File: config.mk
export PLATFORM = sky130hd
export DESIGN_NAME = modmul_top
export DESIGN_NICKNAME = d
export VERILOG_FILES = /design/src/design/modmul_pkg.sv /design/src/design/credit_fifo.sv /design/src/design/mont_mul.sv /design/src/design/modmul_sequencer.sv /design/src/design/result_sender.sv /design/src/design/modmul_top.sv
export SDC_FILE = /design/constraint.sdc
export NUM_CORES = 1
export LEC_CHECK = 0
export ABC_CLOCK_PERIOD_IN_PS = 10300
export CORE_UTILIZATION = 60
export DETAILED_ROUTE_END_ITERATION = 12
export DONT_BUFFER_PORTS = 1
export PLACE_DENSITY = 0.86
export RECOVER_POWER = 100
export SYNTH_ARGS = -nofsm -noshare
export SYNTH_HDL_FRONTEND = slang
export SYNTH_SLANG_ARGS = --single-unit
File: constraint.sdc
create_clock -name clk -period 10.3 [get_ports clk]
set_clock_uncertainty 0.05 [all_clocks]
set_input_delay 2.06 -clock clk [delete_from_list [all_inputs] [get_ports clk]]
set_output_delay 2.06 -clock clk [all_outputs]
set_load 0.1 [all_outputs]
File: src/design/modmul_pkg.sv
package modmul_pkg;

    // ------------------------------------------------------------------
    // widths and depths
    // ------------------------------------------------------------------
    localparam int word_w          = 32;
    localparam int step_cnt_w      = $clog2(word_w + 1);
    localparam int job_depth       = 4;
    localparam int res_depth       = 4;
    localparam int res_credit_init = 2;

    typedef logic [word_w-1:0] word_t;

    typedef enum logic [1:0] {
        mod_p31,
        mod_p30,
        mod_p16
    } mod_sel_t;

    // ------------------------------------------------------------------
    // modulus and rho = 2^64 mod m per mod_sel_t
    // ------------------------------------------------------------------
    localparam word_t mod_table [3] = '{
        32'd2147483647,
        32'd1000000007,
        32'd65521
    };

    localparam word_t rho_table [3] = '{
        32'd4,
        32'd582344008,
        32'd50625
    };

    typedef struct packed {
        mod_sel_t mod_sel;
        word_t    x;
        word_t    y;
    } job_t;

    typedef struct packed {
        mod_sel_t mod_sel;
        word_t    value;
    } result_t;

endpackage

File: src/design/credit_fifo.sv
`timescale 1ns/1ps

module credit_fifo #(
    parameter type payload_t = logic,
    parameter int  depth     = 4
) (
    input  logic     clk,
    input  logic     rst_n,
    input  logic     push,
    input  payload_t push_data,
    input  logic     pop,
    output payload_t pop_data,
    output logic     not_empty,
    output logic     not_full
);

    localparam int ptr_w = (depth > 1) ? $clog2(depth) : 1;
    localparam int cnt_w = $clog2(depth + 1);

    payload_t           mem [depth];
    logic [ptr_w-1:0]   wr_ptr;
    logic [ptr_w-1:0]   rd_ptr;
    logic [cnt_w-1:0]   count;

    assign not_empty = (count != '0);
    assign not_full  = (count < cnt_w'(depth));
    // head is visible without a pop
    assign pop_data  = mem[rd_ptr];

    always_ff @(posedge clk) begin
        if (push) begin
            mem[wr_ptr] <= push_data;
        end
    end

    always_ff @(posedge clk or negedge rst_n) begin
        if (!rst_n) begin
            wr_ptr <= '0;
            rd_ptr <= '0;
            count  <= '0;
        end else begin
            if (push) begin
                wr_ptr <= (wr_ptr == ptr_w'(depth - 1)) ? '0 : wr_ptr + 1'b1;
            end
            if (pop) begin
                rd_ptr <= (rd_ptr == ptr_w'(depth - 1)) ? '0 : rd_ptr + 1'b1;
            end
            count <= count + cnt_w'(push) - cnt_w'(pop);
        end
    end

    // upstream credits must keep these from ever firing
    a_no_overflow: assert property (@(posedge clk) disable iff (!rst_n) push |-> not_full);
    a_no_underflow: assert property (@(posedge clk) disable iff (!rst_n) pop |-> not_empty);

endmodule

File: src/design/mont_mul.sv
`timescale 1ns/1ps

module mont_mul import modmul_pkg::*; (
    input  logic  clk,
    input  logic  rst_n,
    input  logic  mm_start,
    input  word_t mm_a,
    input  word_t mm_b,
    input  word_t mm_m,
    output word_t mm_p,
    output logic  mm_done
);

    logic                  busy;
    logic [step_cnt_w-1:0] step;
    word_t                 a_q;
    word_t                 b_q;
    word_t                 m_q;
    // partial sum stays below 2m and needs one bit above the word
    logic [word_w:0]       s_q;
    logic [word_w+1:0]     sum_ab;
    logic [word_w+1:0]     sum_m;
    logic [word_w:0]       s_diff;

    // ------------------------------------------------------------------
    // one radix-2 step per cycle
    // ------------------------------------------------------------------
    always_comb begin
        sum_ab = {1'b0, s_q} + (a_q[0] ? {2'b00, b_q} : '0);
        // make the sum even before halving
        sum_m  = sum_ab + (sum_ab[0] ? {2'b00, m_q} : '0);
    end

    always_ff @(posedge clk or negedge rst_n) begin
        if (!rst_n) begin
            busy <= 1'b0;
            step <= '0;
        end else if (mm_start) begin
            busy <= 1'b1;
            step <= '0;
        end else if (mm_done) begin
            busy <= 1'b0;
        end else if (busy) begin
            step <= step + 1'b1;
        end
    end

    always_ff @(posedge clk) begin
        if (mm_start) begin
            a_q <= mm_a;
            b_q <= mm_b;
            m_q <= mm_m;
            s_q <= '0;
        end else if (busy && !mm_done) begin
            a_q <= a_q >> 1;
            s_q <= sum_m[word_w+1:1];
        end
    end

    // final conditional subtract
    assign mm_done = busy && (step == step_cnt_w'(word_w));
    assign s_diff  = s_q - {1'b0, m_q};
    assign mm_p    = (s_q >= {1'b0, m_q}) ? s_diff[word_w-1:0] : s_q[word_w-1:0];

    a_start_idle: assert property (@(posedge clk) disable iff (!rst_n) mm_start |-> !busy);

endmodule

File: src/design/modmul_sequencer.sv
`timescale 1ns/1ps

module modmul_sequencer import modmul_pkg::*; (
    input  logic    clk,
    input  logic    rst_n,
    input  job_t    job_head,
    input  logic    job_avail,
    input  logic    mm_done,
    input  word_t   mm_p,
    input  logic    res_space,
    output logic    job_pop,
    output logic    mm_start,
    output word_t   mm_a,
    output word_t   mm_b,
    output word_t   mm_m,
    output logic    res_push,
    output result_t res_data
);

    typedef enum logic [2:0] {
        st_idle,
        st_x_rho,
        st_y_rho,
        st_mul,
        st_from_mont,
        st_done
    } seq_state_t;

    seq_state_t state;
    seq_state_t state_nxt;
    job_t       job_q;
    // r0 holds x in Montgomery form and later the product
    word_t      r0_q;
    // r1 holds y in Montgomery form and later the final value
    word_t      r1_q;
    word_t      rho;
    logic       start_q;

    // ------------------------------------------------------------------
    // state machine
    // ------------------------------------------------------------------
    always_comb begin
        state_nxt = state;
        case (state)
            st_idle: begin
                if (job_avail) state_nxt = st_x_rho;
            end
            st_x_rho: begin
                if (mm_done) state_nxt = st_y_rho;
            end
            st_y_rho: begin
                if (mm_done) state_nxt = st_mul;
            end
            st_mul: begin
                if (mm_done) state_nxt = st_from_mont;
            end
            st_from_mont: begin
                if (mm_done) state_nxt = st_done;
            end
            st_done: begin
                // hold the result until the buffer has room
                if (res_space) state_nxt = st_idle;
            end
            default: begin
                state_nxt = st_idle;
            end
        endcase
    end

    always_ff @(posedge clk or negedge rst_n) begin
        if (!rst_n) begin
            state   <= st_idle;
            start_q <= 1'b0;
        end else begin
            state   <= state_nxt;
            start_q <= (state_nxt != state) &&
                       (state_nxt inside {st_x_rho, st_y_rho, st_mul, st_from_mont});
        end
    end

    always_ff @(posedge clk) begin
        if (job_pop) begin
            job_q <= job_head;
        end
        if (mm_done) begin
            case (state)
                st_x_rho, st_mul:       r0_q <= mm_p;
                st_y_rho, st_from_mont: r1_q <= mm_p;
                default: ;
            endcase
        end
    end

    // ------------------------------------------------------------------
    // operand select
    // ------------------------------------------------------------------
    assign rho  = rho_table[job_q.mod_sel];
    assign mm_m = mod_table[job_q.mod_sel];

    always_comb begin
        case (state)
            st_y_rho: begin
                mm_a = job_q.y;
                mm_b = rho;
            end
            st_mul: begin
                mm_a = r0_q;
                mm_b = r1_q;
            end
            st_from_mont: begin
                mm_a = r0_q;
                mm_b = word_t'(1);
            end
            default: begin
                mm_a = job_q.x;
                mm_b = rho;
            end
        endcase
    end

    assign job_pop  = (state == st_idle) && job_avail;
    assign mm_start = start_q;
    assign res_push = (state == st_done) && res_space;
    assign res_data = '{mod_sel: job_q.mod_sel, value: r1_q};

    a_known_mod: assert property (@(posedge clk) disable iff (!rst_n)
        job_pop |-> job_head.mod_sel inside {mod_p31, mod_p30, mod_p16});

endmodule

File: src/design/result_sender.sv
`timescale 1ns/1ps

module result_sender import modmul_pkg::*; (
    input  logic    clk,
    input  logic    rst_n,
    input  logic    res_push,
    input  result_t res_data,
    input  logic    result_credit,
    output logic    res_space,
    output logic    result_valid,
    output result_t result
);

    localparam int credit_w = $clog2(res_credit_init + 1);

    logic [credit_w-1:0] credit_cnt;
    logic                buf_avail;
    logic                send;
    result_t             buf_head;

    credit_fifo #(
        .payload_t (result_t),
        .depth     (res_depth)
    ) res_buf_i (
        .clk       (clk),
        .rst_n     (rst_n),
        .push      (res_push),
        .push_data (res_data),
        .pop       (send),
        .pop_data  (buf_head),
        .not_empty (buf_avail),
        .not_full  (res_space)
    );

    assign send = buf_avail && (credit_cnt != '0);

    always_ff @(posedge clk or negedge rst_n) begin
        if (!rst_n) begin
            credit_cnt   <= credit_w'(res_credit_init);
            result_valid <= 1'b0;
        end else begin
            credit_cnt   <= credit_cnt - credit_w'(send) + credit_w'(result_credit);
            result_valid <= send;
        end
    end

    always_ff @(posedge clk) begin
        if (send) begin
            result <= buf_head;
        end
    end

    // consumer returns only what it was given
    a_credit_bound: assert property (@(posedge clk) disable iff (!rst_n)
        result_credit |-> credit_cnt < credit_w'(res_credit_init));

endmodule

File: src/design/modmul_top.sv
`timescale 1ns/1ps

module modmul_top import modmul_pkg::*; (
    input  logic    clk,
    input  logic    rst_n,
    input  logic    job_valid,
    input  job_t    job,
    input  logic    result_credit,
    output logic    job_credit,
    output logic    result_valid,
    output result_t result
);

    job_t    job_head;
    logic    job_avail;
    logic    job_pop;
    logic    mm_start;
    word_t   mm_a;
    word_t   mm_b;
    word_t   mm_m;
    word_t   mm_p;
    logic    mm_done;
    logic    res_push;
    result_t res_data;
    logic    res_space;

    // each pop frees a queue slot that goes upstream as a credit
    assign job_credit = job_pop;

    credit_fifo #(
        .payload_t (job_t),
        .depth     (job_depth)
    ) job_queue_i (
        .clk       (clk),
        .rst_n     (rst_n),
        .push      (job_valid),
        .push_data (job),
        .pop       (job_pop),
        .pop_data  (job_head),
        .not_empty (job_avail),
        .not_full  ()
    );

    modmul_sequencer sequencer_i (
        .clk       (clk),
        .rst_n     (rst_n),
        .job_head  (job_head),
        .job_avail (job_avail),
        .mm_done   (mm_done),
        .mm_p      (mm_p),
        .res_space (res_space),
        .job_pop   (job_pop),
        .mm_start  (mm_start),
        .mm_a      (mm_a),
        .mm_b      (mm_b),
        .mm_m      (mm_m),
        .res_push  (res_push),
        .res_data  (res_data)
    );

    mont_mul mont_mul_i (
        .clk      (clk),
        .rst_n    (rst_n),
        .mm_start (mm_start),
        .mm_a     (mm_a),
        .mm_b     (mm_b),
        .mm_m     (mm_m),
        .mm_p     (mm_p),
        .mm_done  (mm_done)
    );

    result_sender result_sender_i (
        .clk           (clk),
        .rst_n         (rst_n),
        .res_push      (res_push),
        .res_data      (res_data),
        .result_credit (result_credit),
        .res_space     (res_space),
        .result_valid  (result_valid),
        .result        (result)
    );

endmodule

==> impl_metrics.csv <==
group,metric,value,unit
run_status,outcome,"finished, violations left",
run_status,failed_checks,"capacitance limit, slew limit",
layout,area.sequential,20300,µm²
pwr,peakVddDrop,0.000198,V
setup_path,critPathCapture,"sequencer_i.r1_q[31]$_DFFE_PP_",
setup_path,worst-path-buf-inv,1,
pwr,pwr-share-comb,41.3,%
floorplanning,design.core.area,50300,µm²
floorplanning,die_w,228,µm
sta,clock.fmax,131,MHz
synth,synth.distinct_cells,80,
clocking,ctsHtreeMaxLevel,3,
clocking,clock_path_buffers,3,
synth,postSynthRegisterBits,693,
synth,synthesized_netlist_net_count,2245,
pwr,clock_power_share,19.8,%
clocking,clock_tree.root_cell,"clkbuf_16",
placement,io_buffers,0,
clocking,clock_sinks,693,
clocking,cts_inserted_buffers,69,
layout,finish.instance_area,33500,µm²
clocking,post_cts_resize_count,0,
sta,report.final.slew_viol_count,894,
pwr,internal_power,7.41,mW
setup_path,critPathKind,"reg2reg",
synth,seq_area_frac_synth,66.3,%
setup_path,crit-reg2reg-capture,"sequencer_i.r1_q[31]$_DFFE_PP_",
synth,yosys_warnings,0,
pwr,switching_fraction,40.5,%
drt,finalWirelength,72900,µm
setup_path,crit_path_start,"mont_mul_i.m_q[29]$_DFFE_PP_",
hold_path,holdCritPathClass,"reg2reg",
drt,vias,18172,
sta,layout_worst_path_cycle_share,74.4,%
drt,drt_iter0_markers,1901,
global_route,grt_first_pass_wirelength,110000,µm
setup_path,cp-start-kind,"flop",
sta,finalHoldViolCount,0,
sta,maxSlewHeadroom,-187,%
clocking,clk_pin_slew_worst_paths,0.06,ns
setup_path,worstRegToRegCells,11,
layout,proportion_of_layout_cells_with_a_drive_suffix_above_1,10.5,%
synth,yosysTopAreaCellShare,61.8,%
layout,fillCellCount,3249,
global_route,number_of_global_route_vias_before_repair,18311,
placement,gpl.final_weighted_congestion,0.999,
synth,postSynthAreaPerCell,14.9,µm²
sta,finalSetupTns,0,ns
floorplanning,start_util,61.1,%
sta,setup_viol_count_final,0,
synth,post_synth_inst_count,2054,
clocking,clock_insertion_delay_worst_skew,0.62,ns
floorplanning,io_pins,106,
setup_path,worst-r2r-setup-slack,2.64,ns
drt,route.detailed.wl_per_inst,26.1,µm
setup_path,cp_cell_sequence,"inv_1, ha_1, nor2b_1, o21ai_0, a21boi_0, o311a_1, o21ba_1, a31oi_1, o31ai_1, a31oi_1, o21ai_0",
setup_path,timing.rr.start,"mont_mul_i.m_q[29]$_DFFE_PP_",
setup_path,top_delay_family_on_crit_path,"compound AO/OA/AOI/OAI gates",
pwr,p_seq_share,38.9,%
drt,ant_nets,0,
pwr,power.density_cell_area,371,nW/µm²
global_route,grt_use_total,28.3,%
placement,dp.final_hpwl,47400,µm
placement,placedInstanceArea,31400,µm²
setup_path,worst_path_largest_cell_delay,2.98,ns
layout,area_taken_by_multi_input_logic_gates,9790,µm²
layout,area_growth_syn_to_layout,9.23,%
clocking,cts_tree,"done",
drt,drt_pass1_iterations,6,
hold_path,hold_path_stages,2,
setup_path,crit_slowest_cell,"a31oi_1",
pwr,power.static_leakage,12.0,nW
setup_path,cp_data_arrival_time,7.72,ns
drt,via_to_cell_ratio,6.50,
sta,worst_pin_slew,4.31,ns
layout,nets,2266,
floorplanning,dieHeight,228,µm
synth,synth_enable_flop_cells,632,
clocking,setup_bufs_post_cts,0,
setup_path,cp.required,10.36,ns
synth,synth_area,30700,µm²
floorplanning,std_cell_rows,82,
global_route,antenna_violations_before_repair,3,
synth,yosys.area.top_type,"edfxtp_1",
clocking,post_cts_hold_buffer_count,0,
sta,holdWs,0.451,ns
pwr,total_switching_power,5.04,mW
setup_path,timing.critical_path.fanout_max,32,
sta,finalCriticalPeriod,7.66,ns
synth,post_synth_top_flop,"edfxtp_1",
drt,detail_route.drc_violations,0,
synth,ys_async_sr_fraction,4.04,%
layout,antenna-diode-count,0,
layout,layout.core_utilization,66.7,%
flow_run,max-cap-violations,20,
setup_path,worstSetupPathDepth,11,
setup_path,cp-end-kind,"flop",
global_route,grt_max_degree,72,
sta,rsz0062_at_grt,"no",
floorplanning,fp.dieArea,52100,µm²
global_route,overflow,0,
synth,synth_area_leaders,"edfxtp_1 62%, mux4_2 7.3%, ha_1 4.7%, nand2_1 2.7%, dfrtp_1 2.2%",
==> worst min-delay path by stage <==
stage | start | to | slack, ns
after floorplan | mont_mul_i.s_q[0]$_SDFFE_PP0P_ | mont_mul_i.s_q[0]$_SDFFE_PP0P_ | 0.40
after global placement | result_sender_i.credit_cnt[1]$_DFF_PN1_ | result_sender_i.credit_cnt[1]$_DFF_PN1_ | 0.43
after detailed placement | mont_mul_i.s_q[0]$_SDFFE_PP0P_ | mont_mul_i.s_q[0]$_SDFFE_PP0P_ | 0.44
after CTS | mont_mul_i.s_q[0]$_SDFFE_PP0P_ | mont_mul_i.s_q[0]$_SDFFE_PP0P_ | 0.45
after global routing | mont_mul_i.s_q[0]$_SDFFE_PP0P_ | mont_mul_i.s_q[0]$_SDFFE_PP0P_ | 0.48
final | mont_mul_i.s_q[0]$_SDFFE_PP0P_ | mont_mul_i.s_q[0]$_SDFFE_PP0P_ | 0.45
==> flip-flops by register name (all words and copies together), names as in the netlist, 3 cells and up <==
signal,cells
result_sender_i.res_buf_i.count,3
sequencer_i.job_q,64
result_sender_i.result,34
mont_mul_i.m_q,4
job_queue_i.count,3
sequencer_i.r1_q,32
job_queue_i.mem,264
mont_mul_i.a_q,32
mont_mul_i.step,6
sequencer_i.r0_q,32
mont_mul_i.b_q,32
result_sender_i.res_buf_i.mem,136
sequencer_i.state,3
mont_mul_i.s_q,33
==> cell usage in the layout (no fill, tap or decap), types with 8 or more instances in the layout <==
cell type and n:
edfxtp_1 632, nand2_1 224, ha_1 116, a21oi_1 111, nor2_1 101, mux4_2 100, clkbuf_16 69, inv_1 60
o21ai_0 57, xnor2_1 57, a21o_1 52, and2_1 41, clkbuf_1 37, a41oi_1 33, dfxtp_1 33, xor2_1 28
mux2_1 26, nand3_1 24, dfrtp_1 24, and3_1 23, nor3_1 21, o21bai_1 14, a211oi_1 13, clkinv_1 13
o21a_1 12, o211ai_1 11, nand4_1 10, a31oi_1 10, mux2i_1 9, nand2b_1 8, nor2b_1 8
==> final cells by class <==
cell class                      instances  share of cell area (%)
Timing Repair Buffer                   25                   0.347
Multi-Input combinational cell       1225                    29.2
Inverter                               61                   0.687
Tap cell                              672                    2.51
Sequential cell                       693                    60.7
Clock inverter                         32                    1.12
Clock buffer                           89                    5.43
==> synthesized netlist by cell type (26+ instances only) <==
cell      number
nor2_1       102
o21ai_0       57
xor2_1        28
nand2_1      224
edfxtp_1     632
dfrtp_1       27
a21o_1        52
a41oi_1       33
xnor2_1       57
ha_1         116
mux2_2        26
inv_1         61
dfxtp_1       33
a21oi_1      112
mux4_2       100
clkbuf_1      58
and2_1        52
==> logic make-up after synthesis <==
group	Yosys count	synth area share (%)
DFF	693	66.3
and+or+nand+nor	510	7.68
AOI/OAI and AO/OA	373	8.17
buffers and inverters	136	1.81
muxes	135	8.59
adders and majority gates	121	5.05
xor gates and xnor gates	85	2.43
other	1	0.0122
==> stage by stage <==
step           power, mW  instances  worst slack, ns
2_1_floorplan       8.50       2054             5.29
6_report            12.4       2797             2.64
4_1_cts             12.4       2797             4.39
5_1_grt             13.1       2797             2.24
3_3_place_gp        9.69       2676             4.62
3_5_place_dp        9.87       2676             4.45
==> tightest hold or removal path, delay by kind of cell (launching register included) <==
kind | cells | cell delay (ns)
AOI/OAI and AO/OA | 1 | 0.05
DFF | 1 | 0.33
and+or+nand+nor | 1 | 0.07
==> per-layer routing <==
layer	vias up	GRT usage (%)	part of all wire, %
met5	-	0	0.030
met4	4	13.3	4.8
met3	219	5.80	8.8
met2	981	46.9	49
met1	9031	36.2	37
li1	7937	-	-
==> power by group through the flow <==
stage | logic, mW | registers [mW] | clock network, mW
after floorplan | 3.91 | 4.60 | 0
after global placement | 4.89 | 4.80 | 0
after detailed placement | 5.04 | 4.83 | 0
after CTS | 5.12 | 4.80 | 2.50
after global routing | 5.57 | 4.89 | 2.60
final | 5.14 | 4.84 | 2.47
No activity file was read; power rests on OpenSTA's default activity.
